### src/hw/mem_stage_config.svh
`ifndef MEM_STAGE_CONFIG_SVH
`define MEM_STAGE_CONFIG_SVH

// register and memory doubleword width
`define MEM_XLEN 64

// byte address width seen by the stage
`define MEM_ADDR_W 12

// log2 of doublewords in the local data memory
`define MEM_DEPTH_LOG2 9

// destination register number width
`define MEM_REGNO_W 5

`endif

### src/hw/mem_stage_pkg.sv
`include "mem_stage_config.svh"

package mem_stage_pkg;

  typedef logic [`MEM_XLEN-1:0]    xlen_t;
  typedef logic [`MEM_ADDR_W-1:0]  addr_t;
  typedef logic [`MEM_REGNO_W-1:0] regno_t;
  typedef logic [2:0]              lane_t;    // byte offset in a doubleword
  typedef logic [`MEM_XLEN/8-1:0]  strb_t;

  typedef enum logic [3:0] {
    op_none,
    op_lb,
    op_lbu,
    op_lh,
    op_lhu,
    op_lw,
    op_lwu,
    op_ld,
    op_sb,
    op_sh,
    op_sw,
    op_sd
  } mem_op_e;

  typedef enum logic [2:0] {
    idle,
    rd_addr,
    rd_wait,
    wr_req,
    wr_resp
  } seq_state_e;

endpackage

### src/hw/mem_axil_if.sv
`timescale 1ns/1ns

interface mem_axil_if;
  import mem_stage_pkg::*;

  addr_t araddr;
  logic  arvalid;
  logic  arready;

  xlen_t rdata;
  logic  rvalid;
  logic  rready;

  addr_t awaddr;
  logic  awvalid;
  logic  awready;

  xlen_t wdata;
  strb_t wstrb;
  logic  wvalid;
  logic  wready;

  logic  bvalid;
  logic  bready;

  modport master (
    output araddr, arvalid, input arready,
    input  rvalid, rready,
    output awaddr, awvalid, input awready,
    output wdata, wstrb, wvalid, input wready,
    input  bvalid, output bready
  );

  modport reader (
    input  rdata, rvalid,
    output rready
  );

  modport slave (
    input  araddr, arvalid, output arready,
    output rdata, rvalid, input rready,
    input  awaddr, awvalid, output awready,
    input  wdata, wstrb, wvalid, output wready,
    output bvalid, input bready
  );

endinterface

### src/hw/load_align.sv
`timescale 1ns/1ns

module load_align (
  input  logic                   clk,
  input  logic                   reset,
  mem_axil_if.reader             bus,
  input  mem_stage_pkg::mem_op_e ld_op,
  input  mem_stage_pkg::lane_t   ld_lane,
  input  mem_stage_pkg::regno_t  ld_rd,
  output logic                   out_valid,
  output mem_stage_pkg::regno_t  out_rd,
  output mem_stage_pkg::xlen_t   out_data
);
  import mem_stage_pkg::*;

  lane_t lane;
  xlen_t shifted;
  xlen_t ext_data;

  assign bus.rready = 1'b1;   // no downstream back-pressure

  always_comb begin
    case (ld_op)
      op_lb, op_lbu: lane = ld_lane;
      op_lh, op_lhu: lane = {ld_lane[2:1], 1'b0};
      op_lw, op_lwu: lane = {ld_lane[2], 2'b00};
      default:       lane = 3'd0;
    endcase
    shifted = bus.rdata >> {lane, 3'b000};
    case (ld_op)
      op_lb:   ext_data = {{56{shifted[7]}}, shifted[7:0]};
      op_lbu:  ext_data = {56'd0, shifted[7:0]};
      op_lh:   ext_data = {{48{shifted[15]}}, shifted[15:0]};
      op_lhu:  ext_data = {48'd0, shifted[15:0]};
      op_lw:   ext_data = {{32{shifted[31]}}, shifted[31:0]};
      op_lwu:  ext_data = {32'd0, shifted[31:0]};
      default: ext_data = shifted;   // ld
    endcase
  end

  always_ff @(posedge clk) begin
    if (reset)
      out_valid <= 1'b0;
    else
      out_valid <= bus.rvalid && bus.rready;
  end

  always_ff @(posedge clk) begin
    if (bus.rvalid && bus.rready) begin
      out_rd   <= ld_rd;
      out_data <= ext_data;
    end
  end

endmodule

### src/flat_wrapper.sv
// flat-port wrapper written by rule: the top's interface ports become plain ports
module load_align_flat import mem_stage_pkg::*;
  (clk, reset, ld_op, ld_lane, ld_rd, out_valid, out_rd, out_data, bus_rdata, bus_rvalid, bus_rready);
  mem_axil_if bus_i ();
  input  logic clk;
  input  logic reset;
  input  mem_stage_pkg::mem_op_e ld_op;
  input  mem_stage_pkg::lane_t ld_lane;
  input  mem_stage_pkg::regno_t ld_rd;
  output logic out_valid;
  output mem_stage_pkg::regno_t out_rd;
  output mem_stage_pkg::xlen_t out_data;
  input wire logic [$bits(bus_i.rdata)-1:0] bus_rdata;
  input wire logic [$bits(bus_i.rvalid)-1:0] bus_rvalid;
  output wire logic [$bits(bus_i.rready)-1:0] bus_rready;
  assign bus_i.rdata = bus_rdata;
  assign bus_i.rvalid = bus_rvalid;
  assign bus_rready = bus_i.rready;
  load_align u_core (.clk(clk), .reset(reset), .bus(bus_i), .ld_op(ld_op), .ld_lane(ld_lane), .ld_rd(ld_rd), .out_valid(out_valid), .out_rd(out_rd), .out_data(out_data));
endmodule
### config.mk
export PLATFORM = sky130hd
export DESIGN_NAME = load_align_flat
export DESIGN_NICKNAME = d
export VERILOG_FILES = /design/src/hw/mem_stage_pkg.sv /design/src/hw/mem_axil_if.sv /design/src/hw/load_align.sv /design/src/flat_wrapper.sv
export VERILOG_INCLUDE_DIRS = /design/src /design/src/hw
export SDC_FILE = /design/constraint.sdc
export NUM_CORES = 1
export LEC_CHECK = 0
export ABC_AREA = 1
export BUFFER_PORTS_ARGS = -buffer_cell sky130_fd_sc_hd__clkbuf_2
export CAP_MARGIN = 30
export CORE_MARGIN = 5
export CORE_UTILIZATION = 25
export DETAILED_ROUTE_END_ITERATION = 10
export SYNTH_ARGS = -nofsm -noshare
export SYNTH_HDL_FRONTEND = slang
export SYNTH_SLANG_ARGS = --single-unit
### constraint.sdc
create_clock -name clk -period 2.8 [get_ports clk]
set_input_delay 0.14 -clock clk [delete_from_list [all_inputs] [get_ports clk]]
set_output_delay 0.14 -clock clk [all_outputs]
set_load 0.005 [all_outputs]
# Word level (Yosys, flattened, before mapping)
# Index checks and enable logic that the tools add are counted.
dict set report word_totals {
  ff_bits 70
  inputBits 79
  out_inout_bits 71
  elab_cells 15
}
dict set report classes {
  eq_ne 6
  shifts 1
  n_mux 2
  n_reduce_logical 3
}
# op n
set ops {}
lappend ops {{$pmux W64 S6} 1}
lappend ops {{$shr A64 B6 Y64} 1}
lappend ops {{$eq A4 B3 Y1 const B} 3}
lappend ops {{$pmux W3 S3} 1}
lappend ops {{$eq A4 B2 Y1 const B} 2}
lappend ops {{$reduce_or A2 Y1} 3}
lappend ops {{$eq A4 B1 Y1 const B} 1}

# Depth between registers and ports, before layout
# Gate-level depths: netlist of run 1.
dict set report depth {
  word_depth 5
  mapped_depth 13
  depth_no_buf 12
}

# Worst setup path before layout of run 1
# Ideal clock, no wire load.
dict set report synth_path {
  path_type {input to register}
  from {in ld_op[0]}
  to {reg u_core.out_data[16], data pin}
  setup_ns 0.254
  t_arrival_ns 1.250
  slack_ns 1.295
  stages 13
  path_buffers 1
  cell_sequence {inv_2 -> nand2_1 -> nand2_4 -> nand2_1 -> nand2_4 -> nand2_4 -> inv_4 -> nand3_2 -> nand3_4 -> nand2_2 -> inv_4 -> buf_6 -> nand2_2}
}
dict set report synth_between {
  elab_chain_cells 5
  elab_cells_between_ends 12
  cone_classes {6 x eq/ne; 1 x shift; 2 x mux; 3 x reduce/logical}
}
# element line
set synth_lines {}
lappend synth_lines {{start, declared} flat_wrapper.sv:7} ;# input mem_stage_pkg::mem_op_e ld_op;
lappend synth_lines {{$eq A4 B3 Y1 (tied with other cells)} {load_align.sv:23, load_align.sv:30}}
lappend synth_lines {{$reduce_or A2 Y1} load_align.sv:23} ;# case (ld_op)
lappend synth_lines {{$pmux W3 S3} load_align.sv:23}
lappend synth_lines {{$shr A64 B6 Y64} load_align.sv:29} ;# shifted = bus.rdata >> {lane, 3'b000};
lappend synth_lines {{$pmux W64 S6 (*)} load_align.sv:30} ;# case (ld_op)
lappend synth_lines {{via u_core.ext_data[16]} load_align.sv:18} ;# xlen_t ext_data;
lappend synth_lines {{end signal, assigned} load_align.sv:51} ;# out_data <= ext_data;
lappend synth_lines {{end, declared} load_align.sv:12} ;# output mem_stage_pkg::xlen_t out_data
# The timed path passes the listed nets; every way through them passes the cells marked *.
# A chain may end at the register's enable or synchronous reset.

# Final worst setup path of run 1
dict set report layout_path {
  from {in ld_op[3]}
  to {reg u_core.out_data[38], data pin}
}
# Same word-level chain as after synthesis.

==> impl_metrics.env, run 1 <==
export IMPL_status="finished, final reports clean"
export IMPL_setup_viol=0
export IMPL_grt_max_degree=86
export IMPL_core_region_area_mm2=0.0181
export IMPL_ios=150
export IMPL_ys_seq_elements=70
export IMPL_start_util=0.256
export IMPL_hpwl_um=12700
export IMPL_finalCritPeriodShare=0.668
export IMPL_m1WireLength_um=7740
export IMPL_hold_class="in -> reg"
export IMPL_netlist_area_mm2=0.00465
export IMPL_power_density_mw_per_mm2=565
export IMPL_p_clk_frac=0.368
export IMPL_wl_met2_um=6960
export IMPL_yosysSeqAreaShare=0.450
export IMPL_peakVddDrop_v=0.000299
export IMPL_fmax_ghz=0.535
export IMPL_p_sw_w=0.000961
export IMPL_hold_viol=0
export IMPL_worstPathRequired_ns=2.85
export IMPL_cts_buffer_depth=2
export IMPL_vias_per_cell=4.83
export IMPL_drv_slew=0
export IMPL_cts_tree="done"
export IMPL_grt_usage=0.152
export IMPL_wl_per_cell_um=17.3
export IMPL_clock_sinks=70
export IMPL_finalSetupTns_ns=0
export IMPL_synth_area_leader_cell="edfxtp_1"
export IMPL_seqPwrFrac=0.406
export IMPL_numCtsBuffers=9
export IMPL_endpoint_kind="flip-flop"
export IMPL_die_area_mm2=0.0214
export IMPL_gpl_final_weighted_congestion=0.901
export IMPL_synth_area_top_cells="edfxtp_1 45%, nand2_1 15%, nand3_1 12%, nand4_1 5.2%, o21ai_0 2.7%"
export IMPL_grt_overflow=0
export IMPL_maxCapViolCount=0
export IMPL_remaining_drc_errors=0
export IMPL_drive_gt1_frac=0.294
export IMPL_highest_layer="met4"
export IMPL_drtIter0Drc=502
export IMPL_worstMarginPinSlew_ns=0.758
export IMPL_clk_pin_slew_worst_paths_ns=0.06
export IMPL_dieHeight_um=146
export IMPL_synth_cells=591
export IMPL_htreeDepth=3
export IMPL_via_count=4627
export IMPL_fin_nets=802
export IMPL_path_class="in -> reg"
export IMPL_cts_resized=0
export IMPL_grt_pass1_vias=4348
export IMPL_die_w_um=146
export IMPL_rsz0062_at_grt="false"
export IMPL_start_kind="input port"
export IMPL_antenna_found_initial=1
export IMPL_fillCellCount=1943
export IMPL_rows=49
export IMPL_p_int_w=0.00238
export IMPL_power_frac_comb=0.226
export IMPL_cp_max_fo=56
export IMPL_dr_pass1_iters=5
export IMPL_wl_met3_um=1540
export IMPL_grt_pass1_wl_um=25600
export IMPL_post_route_min_period_ns=1.87
export IMPL_synth_top_area_frac=0.446
export IMPL_arrival_ns=1.92
export IMPL_syn_num_nets=670
export IMPL_area_growth_syn_to_layout_pct=27.4
export IMPL_syn_avg_cell_area_um2=7.87
export IMPL_synth_cell_types=28
export IMPL_p_sw_frac=0.287
export IMPL_p_leak_nw=2.88
export IMPL_slew_headroom=0.495
export IMPL_yosysWarnings=0
export IMPL_root_buffer="clkbuf_16"
export IMPL_fin_hold_ws_ns=0.192
export IMPL_io_buffers=148
export IMPL_postRouteAntennaNets=0
export IMPL_wl_um=16600
## synthesized netlist by cell type, drive strengths merged
master and instances:
edfxtp 69, nand4 39, nand2 210, clkbuf 11, and2 1, inv 37
nor2 9, nand3 117, o211ai 11, nor3 1, conb 1, dfxtp 1
buf 34, o21ai 39, a21oi 11
## worst max-delay path, stage by stage
cell and delay [ns]:
clkbuf_2 0.11, inv_2 0.07, nand2_2 0.06, nand2_2 0.11
nand3_4 0.22, inv_2 0.18, buf_4 0.48, o211ai_1 0.22
nand3_1 0.14, nand4_1 0.16
## cell families (layout without fill, tap and decap cells)
logic type / after synthesis / count (layout) / synth area share
buffers and inverters: 82 / 219 / 0.0869
AO/OA/AOI/OAI: 61 / 61 / 0.0762
AND/OR/NAND/NOR: 377 / 377 / 0.386
flip-flops: 70 / 70 / 0.450
other: 1 / 2 / 0.000807
## repair_timing
item,4_1_cts,5_1_grt
hold buffers,6,0
buffers inserted,0,0
endpoints found under the setup margin,0,0
hold endpoints to repair,6,0
## sequential cells by signal, indices dropped and copies added, names as in the netlist
register,cells
u_core.out_valid,1
u_core.out_rd,5
u_core.out_data,64
## stage by stage
step           power, W  instance area (µm²)  setup slack, ns  std cells   util
4_1_cts         0.00337                 5920            0.929        957  0.326
3_3_place_gp    0.00213                 5540            0.615        935  0.306
5_1_grt         0.00351                 5920            0.686        958  0.326
3_5_place_dp    0.00213                 5540            0.580        935  0.306
2_1_floorplan   0.00177                 4650             1.30        591      -
6_report        0.00334                 5920            0.929        958  0.326
## placed cells by master (no fill, tap or decap), drive strengths merged
cell	instances
nand2	210
clkbuf	157
nand3	117
edfxtp	69
nand4	39
o21ai	39
inv	37
buf	13
a21oi	11
o211ai	11
nor2	9
dlygate4sd3	6
clkinv	4
bufinv	2
diode	1
nor3	1
and2	1
conb	1
dfxtp	1
## final timing paths
path | cells past startpoint | start | endpoint
setup / recovery | 10 | ld_op[3] | u_core.out_data[38]
hold / removal | 3 | bus_rdata[60] | u_core.out_data[60]
## per-layer routing
layer  up-vias  track usage
li1       2311            -
met1      2072        0.221
met2       228        0.213
met3        16       0.0511
met4         0       0.0484
met5         -            0
## power by group through the flow
| stage | logic [W] | registers [W] | clock network [W] |
|---|---|---|---|
| 2_1_floorplan | 0.000383 | 0.00139 | 0 |
| 3_3_place_gp | 0.000750 | 0.00138 | 0 |
| 3_5_place_dp | 0.000751 | 0.00138 | 0 |
| 4_1_cts | 0.000761 | 0.00136 | 0.00125 |
| 5_1_grt | 0.000842 | 0.00137 | 0.00130 |
| 6_report | 0.000755 | 0.00136 | 0.00123 |
## layout make-up
cell class                      count  area [µm²]  share of cell area
Multi-Input combinational cell    439        2150               0.364
Sequential cell                    70        2090               0.353
Timing Repair Buffer              166         928               0.157
Tap cell                          229         287              0.0484
Clock buffer                       10         229              0.0387
Inverter                           37         144              0.0243
Clock inverter                      6        86.3              0.0146
Antenna cell                        1        2.50            0.000423
Note: power is estimated with default switching activity, not from simulation.
==> run 2, diff against run 1 <==
Clock period 2.8 ns to 1.95 ns, I/O delays scaled along.
==> run 2 against run 1 <==
Sequential power up 43%. Combinational power increased by 48%. Core utilization rose by 0.87 points. Count of clock-buffer cells in the layout unchanged. Die area stayed put. Critical endpoint is now u_core.out_data[20]. Non-clock buffer count up 11. Largest power group unchanged. Sequential share of layout area down 0.92 points. Final cell count rose by 1.1%. First-iteration DRC count shrank 2.0%.
==> impl_metrics.env, run 2 (synthesized netlist as in run 1, its figures left out) <==
export IMPL_maxCapViolCount=0
export IMPL_p_leak_nw=2.96
export IMPL_setup_viol=0
export IMPL_status="finished, final reports clean"
export IMPL_arrival_ns=1.63
export IMPL_hpwl_um=13000
export IMPL_dr_pass1_iters=5
export IMPL_cp_common_cell="nand2_1"
export IMPL_start_kind="input port"
export IMPL_start_util=0.256
export IMPL_final_common_cell="nand2_1"
export IMPL_wl_met3_um=1430
export IMPL_die_area_mm2=0.0214
export IMPL_power_density_mw_per_mm2=799
export IMPL_grt_pass1_vias=4603
export IMPL_numCtsBuffers=9
export IMPL_grt_max_degree=52
export IMPL_cp_max_fo=25
export IMPL_worstHoldStart="bus_rdata[56]"
export IMPL_hold_depth=3
export IMPL_largest_register_ffs=64
export IMPL_grt_overflow=0
export IMPL_cts_tree="done"
export IMPL_wl_per_cell_um=17.5
export IMPL_setup_slack_ns=0.407
export IMPL_gpl_final_weighted_congestion=0.904
export IMPL_drv_slew=0
export IMPL_htreeDepth=3
export IMPL_remaining_drc_errors=0
export IMPL_cp_top_family="simple AND/OR/NAND/NOR gates"
export IMPL_root_buffer="clkbuf_16"
export IMPL_die_w_um=146
export IMPL_core_region_area_mm2=0.0181
export IMPL_vias_per_cell=4.80
export IMPL_worstPathRequired_ns=2.03
export IMPL_ios=150
export IMPL_crit_path_cell_trace="clkbuf_2 > inv_2 > nand2_1 > nand2_4 > nand3_4 > inv_2 > buf_4 > nand2_1 > o21ai_0 > nand2_1 > nand3_1 > nand2_1 > nand2_1 > nand2_2"
export IMPL_finalSetupTns_ns=0
export IMPL_top_regs="u_core.out_data (64), u_core.out_rd (5), u_core.out_valid (1)"
export IMPL_place_ws_ns=0.105
export IMPL_hold_class="in -> reg"
export IMPL_drive_gt1_frac=0.304
export IMPL_crit_slowest_cell="buf_4"
export IMPL_finalCritPeriodShare=0.791
export IMPL_fin_area_mm2=0.00608
export IMPL_clk_pin_slew_worst_paths_ns=0.05
export IMPL_holdPathEnd="u_core.out_data[56]"
export IMPL_hold_buffers=6
export IMPL_regMostFlops="u_core.out_data"
export IMPL_wl_met2_um=7240
export IMPL_hold_viol=0
export IMPL_post_route_min_period_ns=1.54
export IMPL_fmax_ghz=0.648
export IMPL_cts_buffer_depth=2
export IMPL_area_growth_syn_to_layout_pct=30.8
export IMPL_endpoint_kind="flip-flop"
export IMPL_cp_buffers_inverters=4
export IMPL_cts_resized=0
export IMPL_postRouteAntennaNets=0
export IMPL_grt_usage=0.158
export IMPL_rsz0062_at_grt="false"
export IMPL_post_dp_cell_area_mm2=0.00570
export IMPL_io_buffers=148
export IMPL_wl_um=17000
export IMPL_grt_pass1_wl_um=26700
export IMPL_via_count=4655
export IMPL_peakVddDrop_v=0.000390
export IMPL_clock_sinks=70
export IMPL_dieHeight_um=146
export IMPL_fin_nets=813
export IMPL_final_cell_mix="189 x nand2_1, 147 x clkbuf_2, 111 x nand3_1"
export IMPL_m1WireLength_um=7970
export IMPL_worst_path_largest_cell_delay_ns=0.26
export IMPL_antenna_found_initial=1
export IMPL_path_class="in -> reg"
export IMPL_highest_layer="met4"
export IMPL_rows=49
export IMPL_post_cts_setup_buffers=0
export IMPL_drtIter0Drc=492
-- run 2: layout make-up --
| class | count | area [µm²] |
|---|---|---|
| Fill cell | 1922 | 12100 |
| Clock buffer | 10 | 229 |
| Timing Repair Buffer | 177 | 1090 |
| Tap cell | 229 | 287 |
| Sequential cell | 70 | 2090 |
| Clock inverter | 6 | 86.3 |
| Antenna cell | 1 | 2.50 |
| Multi-Input combinational cell | 439 | 2150 |
| Inverter | 37 | 144 |
-- run 2: power breakdown --
| group | total, W | switching, W | internal, W |
|---|---|---|---|
| logic | 0.00112 | 0.000672 | 0.000446 |
| registers | 0.00195 | 0.0000579 | 0.00189 |
| clock network | 0.00179 | 0.000674 | 0.00112 |
-- run 2: worst max path at each step --
stage	start	to	slack, ns	depth (start not counted)
floorplan	ld_op[0]	u_core.out_data[16]	0.49	13
global placement	ld_op[0]	u_core.out_data[24]	0.14	12
detailed placement	ld_op[0]	u_core.out_data[20]	0.11	14
CTS	ld_op[0]	u_core.out_data[28]	0.45	13
global route	ld_op[0]	u_core.out_data[21]	0.12	14
finish	ld_op[0]	u_core.out_data[20]	0.41	14
-- run 2: routing by layer --
metal | up-vias | GRT usage
met2 | 204 | 0.226
met1 | 2090 | 0.230
met3 | 17 | 0.0462
met4 | 0 | 0.0475
li1 | 2344 | -
met5 | - | 0
-- run 2: through the flow --
| step | utilization | std cells | power (W) | hold slack [ns] |
|---|---|---|---|---|
| 6_report | 0.335 | 969 | 0.00486 | 0.158 |
| 5_1_grt | 0.335 | 969 | 0.00510 | 0.183 |
| 4_1_cts | 0.335 | 968 | 0.00490 | 0.149 |
| 3_5_place_dp | 0.314 | 946 | 0.00310 | 0.262 |
| 3_3_place_gp | 0.314 | 946 | 0.00309 | 0.254 |
| 2_1_floorplan | - | 591 | 0.00254 | 0.169 |
==> run 3, diff against run 2 <==
Clock period 1.95 ns to 1.5 ns, I/O delays scaled along.
==> run 3 against run 2 <==
Sequential share of layout area fell by 2.4 points. Combinational power rose by 43%. Worst hold slack got worse by 0.032 ns. Via count rose by 5.2%. Largest cell class unchanged. Core utilization rose by 2.6 points. Count of clock-buffer cells in the layout did not move. First-iteration DRC count fell by 6.7%. Setup slack got worse by 0.33 ns. Critical path type unchanged. Clock power rose by 30%. Cell area rose by 7.6%. Global-route usage rose by 0.080 points.
==> impl_metrics.env, run 3 (synthesized netlist as in run 1, its figures left out) <==
export IMPL_place_inst=1001
export IMPL_fmax_ghz=0.702
export IMPL_hold_viol=0
export IMPL_utilization=0.361
export IMPL_p_int_w=0.00460
export IMPL_dr_pass1_iters=5
export IMPL_wl_um=17400
export IMPL_via_count=4898
export IMPL_peakVddDrop_v=0.000522
export IMPL_path_class="in -> reg"
export IMPL_p_leak_nw=3.24
export IMPL_worst_path_largest_cell_delay_ns=0.20
export IMPL_drv_slew=0
export IMPL_core_region_area_mm2=0.0181
export IMPL_wl_per_cell_um=17.0
export IMPL_crit_slowest_cell="buf_4"
export IMPL_grt_usage=0.159
export IMPL_setup_slack_ns=0.0757
export IMPL_grt_pass1_wl_um=27100
export IMPL_post_dp_cell_area_mm2=0.00613
export IMPL_p_clk_frac=0.359
export IMPL_clock_sinks=70
export IMPL_power_frac_comb=0.248
export IMPL_start_util=0.256
export IMPL_post_route_min_period_ns=1.42
export IMPL_place_ws_ns=-0.246
export IMPL_grt_pass1_vias=4806
export IMPL_hold_class="in -> reg"
export IMPL_maxCapViolCount=0
export IMPL_gpl_final_weighted_congestion=0.928
export IMPL_grt_overflow=0
export IMPL_cts_tree="done"
export IMPL_rows=49
export IMPL_vias_per_cell=4.78
export IMPL_drtIter0Drc=459
export IMPL_hpwl_um=13700
export IMPL_p_sw_w=0.00185
export IMPL_drive_gt1_frac=0.357
export IMPL_postRouteAntennaNets=0
export IMPL_finalCritPeriodShare=0.950
export IMPL_fin_area_mm2=0.00654
export IMPL_fin_cells=1025
export IMPL_seqPwrFrac=0.393
export IMPL_htreeDepth=3
export IMPL_final_cell_mix="189 x nand2_1, 147 x clkbuf_2, 110 x nand3_1"
export IMPL_worstPathRequired_ns=1.56
export IMPL_cts_buffer_depth=2
export IMPL_antenna_found_initial=0
export IMPL_p_sw_frac=0.287
export IMPL_arrival_ns=1.48
export IMPL_status="finished, final reports clean"
export IMPL_fin_nets=870
export IMPL_numCtsBuffers=9
export IMPL_die_area_mm2=0.0214
export IMPL_grt_max_degree=44
export IMPL_clk_pin_slew_worst_paths_ns=0.07
export IMPL_dieHeight_um=146
export IMPL_crit_path_cell_trace="clkbuf_2 > inv_2 > nand2_1 > nand2_4 > nand3_4 > buf_4 > nand3_1 > nand3_2 > nand3_4 > buf_4 > nand4_1"
export IMPL_largest_register_ffs=64
export IMPL_n_antenna_cell=0
export IMPL_top_regs="u_core.out_data (64), u_core.out_rd (5), u_core.out_valid (1)"
export IMPL_io_buffers=148
export IMPL_die_w_um=146
export IMPL_regMostFlops="u_core.out_data"
export IMPL_start_kind="input port"
export IMPL_root_buffer="clkbuf_16"
export IMPL_power_density_mw_per_mm2=985
export IMPL_area_growth_syn_to_layout_pct=40.7
export IMPL_ios=150
export IMPL_final_common_cell="nand2_1"
export IMPL_endpoint_kind="flip-flop"
export IMPL_setup_viol=0
export IMPL_cp_max_fo=10
export IMPL_remaining_drc_errors=0
## run 3: power groups by stage
stage	Clock [W]	Combinational, W	Sequential (W)
floorplan	0	0.000715	0.00259
global placement	0	0.00157	0.00257
detailed placement	0	0.00157	0.00258
CTS	0.00234	0.00159	0.00254
global route	0.00243	0.00176	0.00256
finish	0.00232	0.00160	0.00253
## run 3: layout make-up
type,instances,area (µm²)
Clock inverter,6,87.6
Clock buffer,10,229
Fill cell,1950,11600
Multi-Input combinational cell,439,2160
Sequential cell,70,2090
Tap cell,229,287
Inverter,37,149
Timing Repair Buffer,234,1540
## run 3: worst paths after layout
| check | from | endpoint | slack (ns) | depth (start not counted) |
|---|---|---|---|---|
| worst max-delay path | ld_op[0] | u_core.out_data[41] | 0.08 | 11 |
| worst min-delay path | bus_rdata[61] | u_core.out_data[61] | 0.13 | 3 |
## run 3: metrics by stage
step | hold slack (ns) | setup TNS (ns) | total power (W)
CTS | 0.121 | 0 | 0.00648
global route | 0.146 | -0.0188 | 0.00675
floorplan | 0.146 | 0 | 0.00330
finish | 0.126 | 0 | 0.00645
global placement | 0.231 | -8.61 | 0.00414
detailed placement | 0.239 | -10.73 | 0.00415
## run 3: critical path, delay by kind of cell
family	cells	cell delay [ns]
buf+inv	4	0.55
simple gates	7	0.86
## run 3: routing by layer
layer / GRT usage / wire, µm / share of wire / up-vias
li1: - / - / - / 2457
met1: 0.228 / 8150 / 0.47 / 2178
met2: 0.239 / 7450 / 0.43 / 246
met3: 0.0403 / 1530 / 0.088 / 17
met4: 0.0414 / 296 / 0.017 / 0
met5: 0 / 0 / 0 / -
## run 3: timing repair
| item | in CTS | in global routing |
|---|---|---|
| hold buffers | 6 | 0 |
| resized for setup | 0 | 8 |
| endpoints found under the setup margin | 0 | 15 |
| buffers inserted | 0 | 2 |
| endpoints found under the hold margin | 6 | 0 |
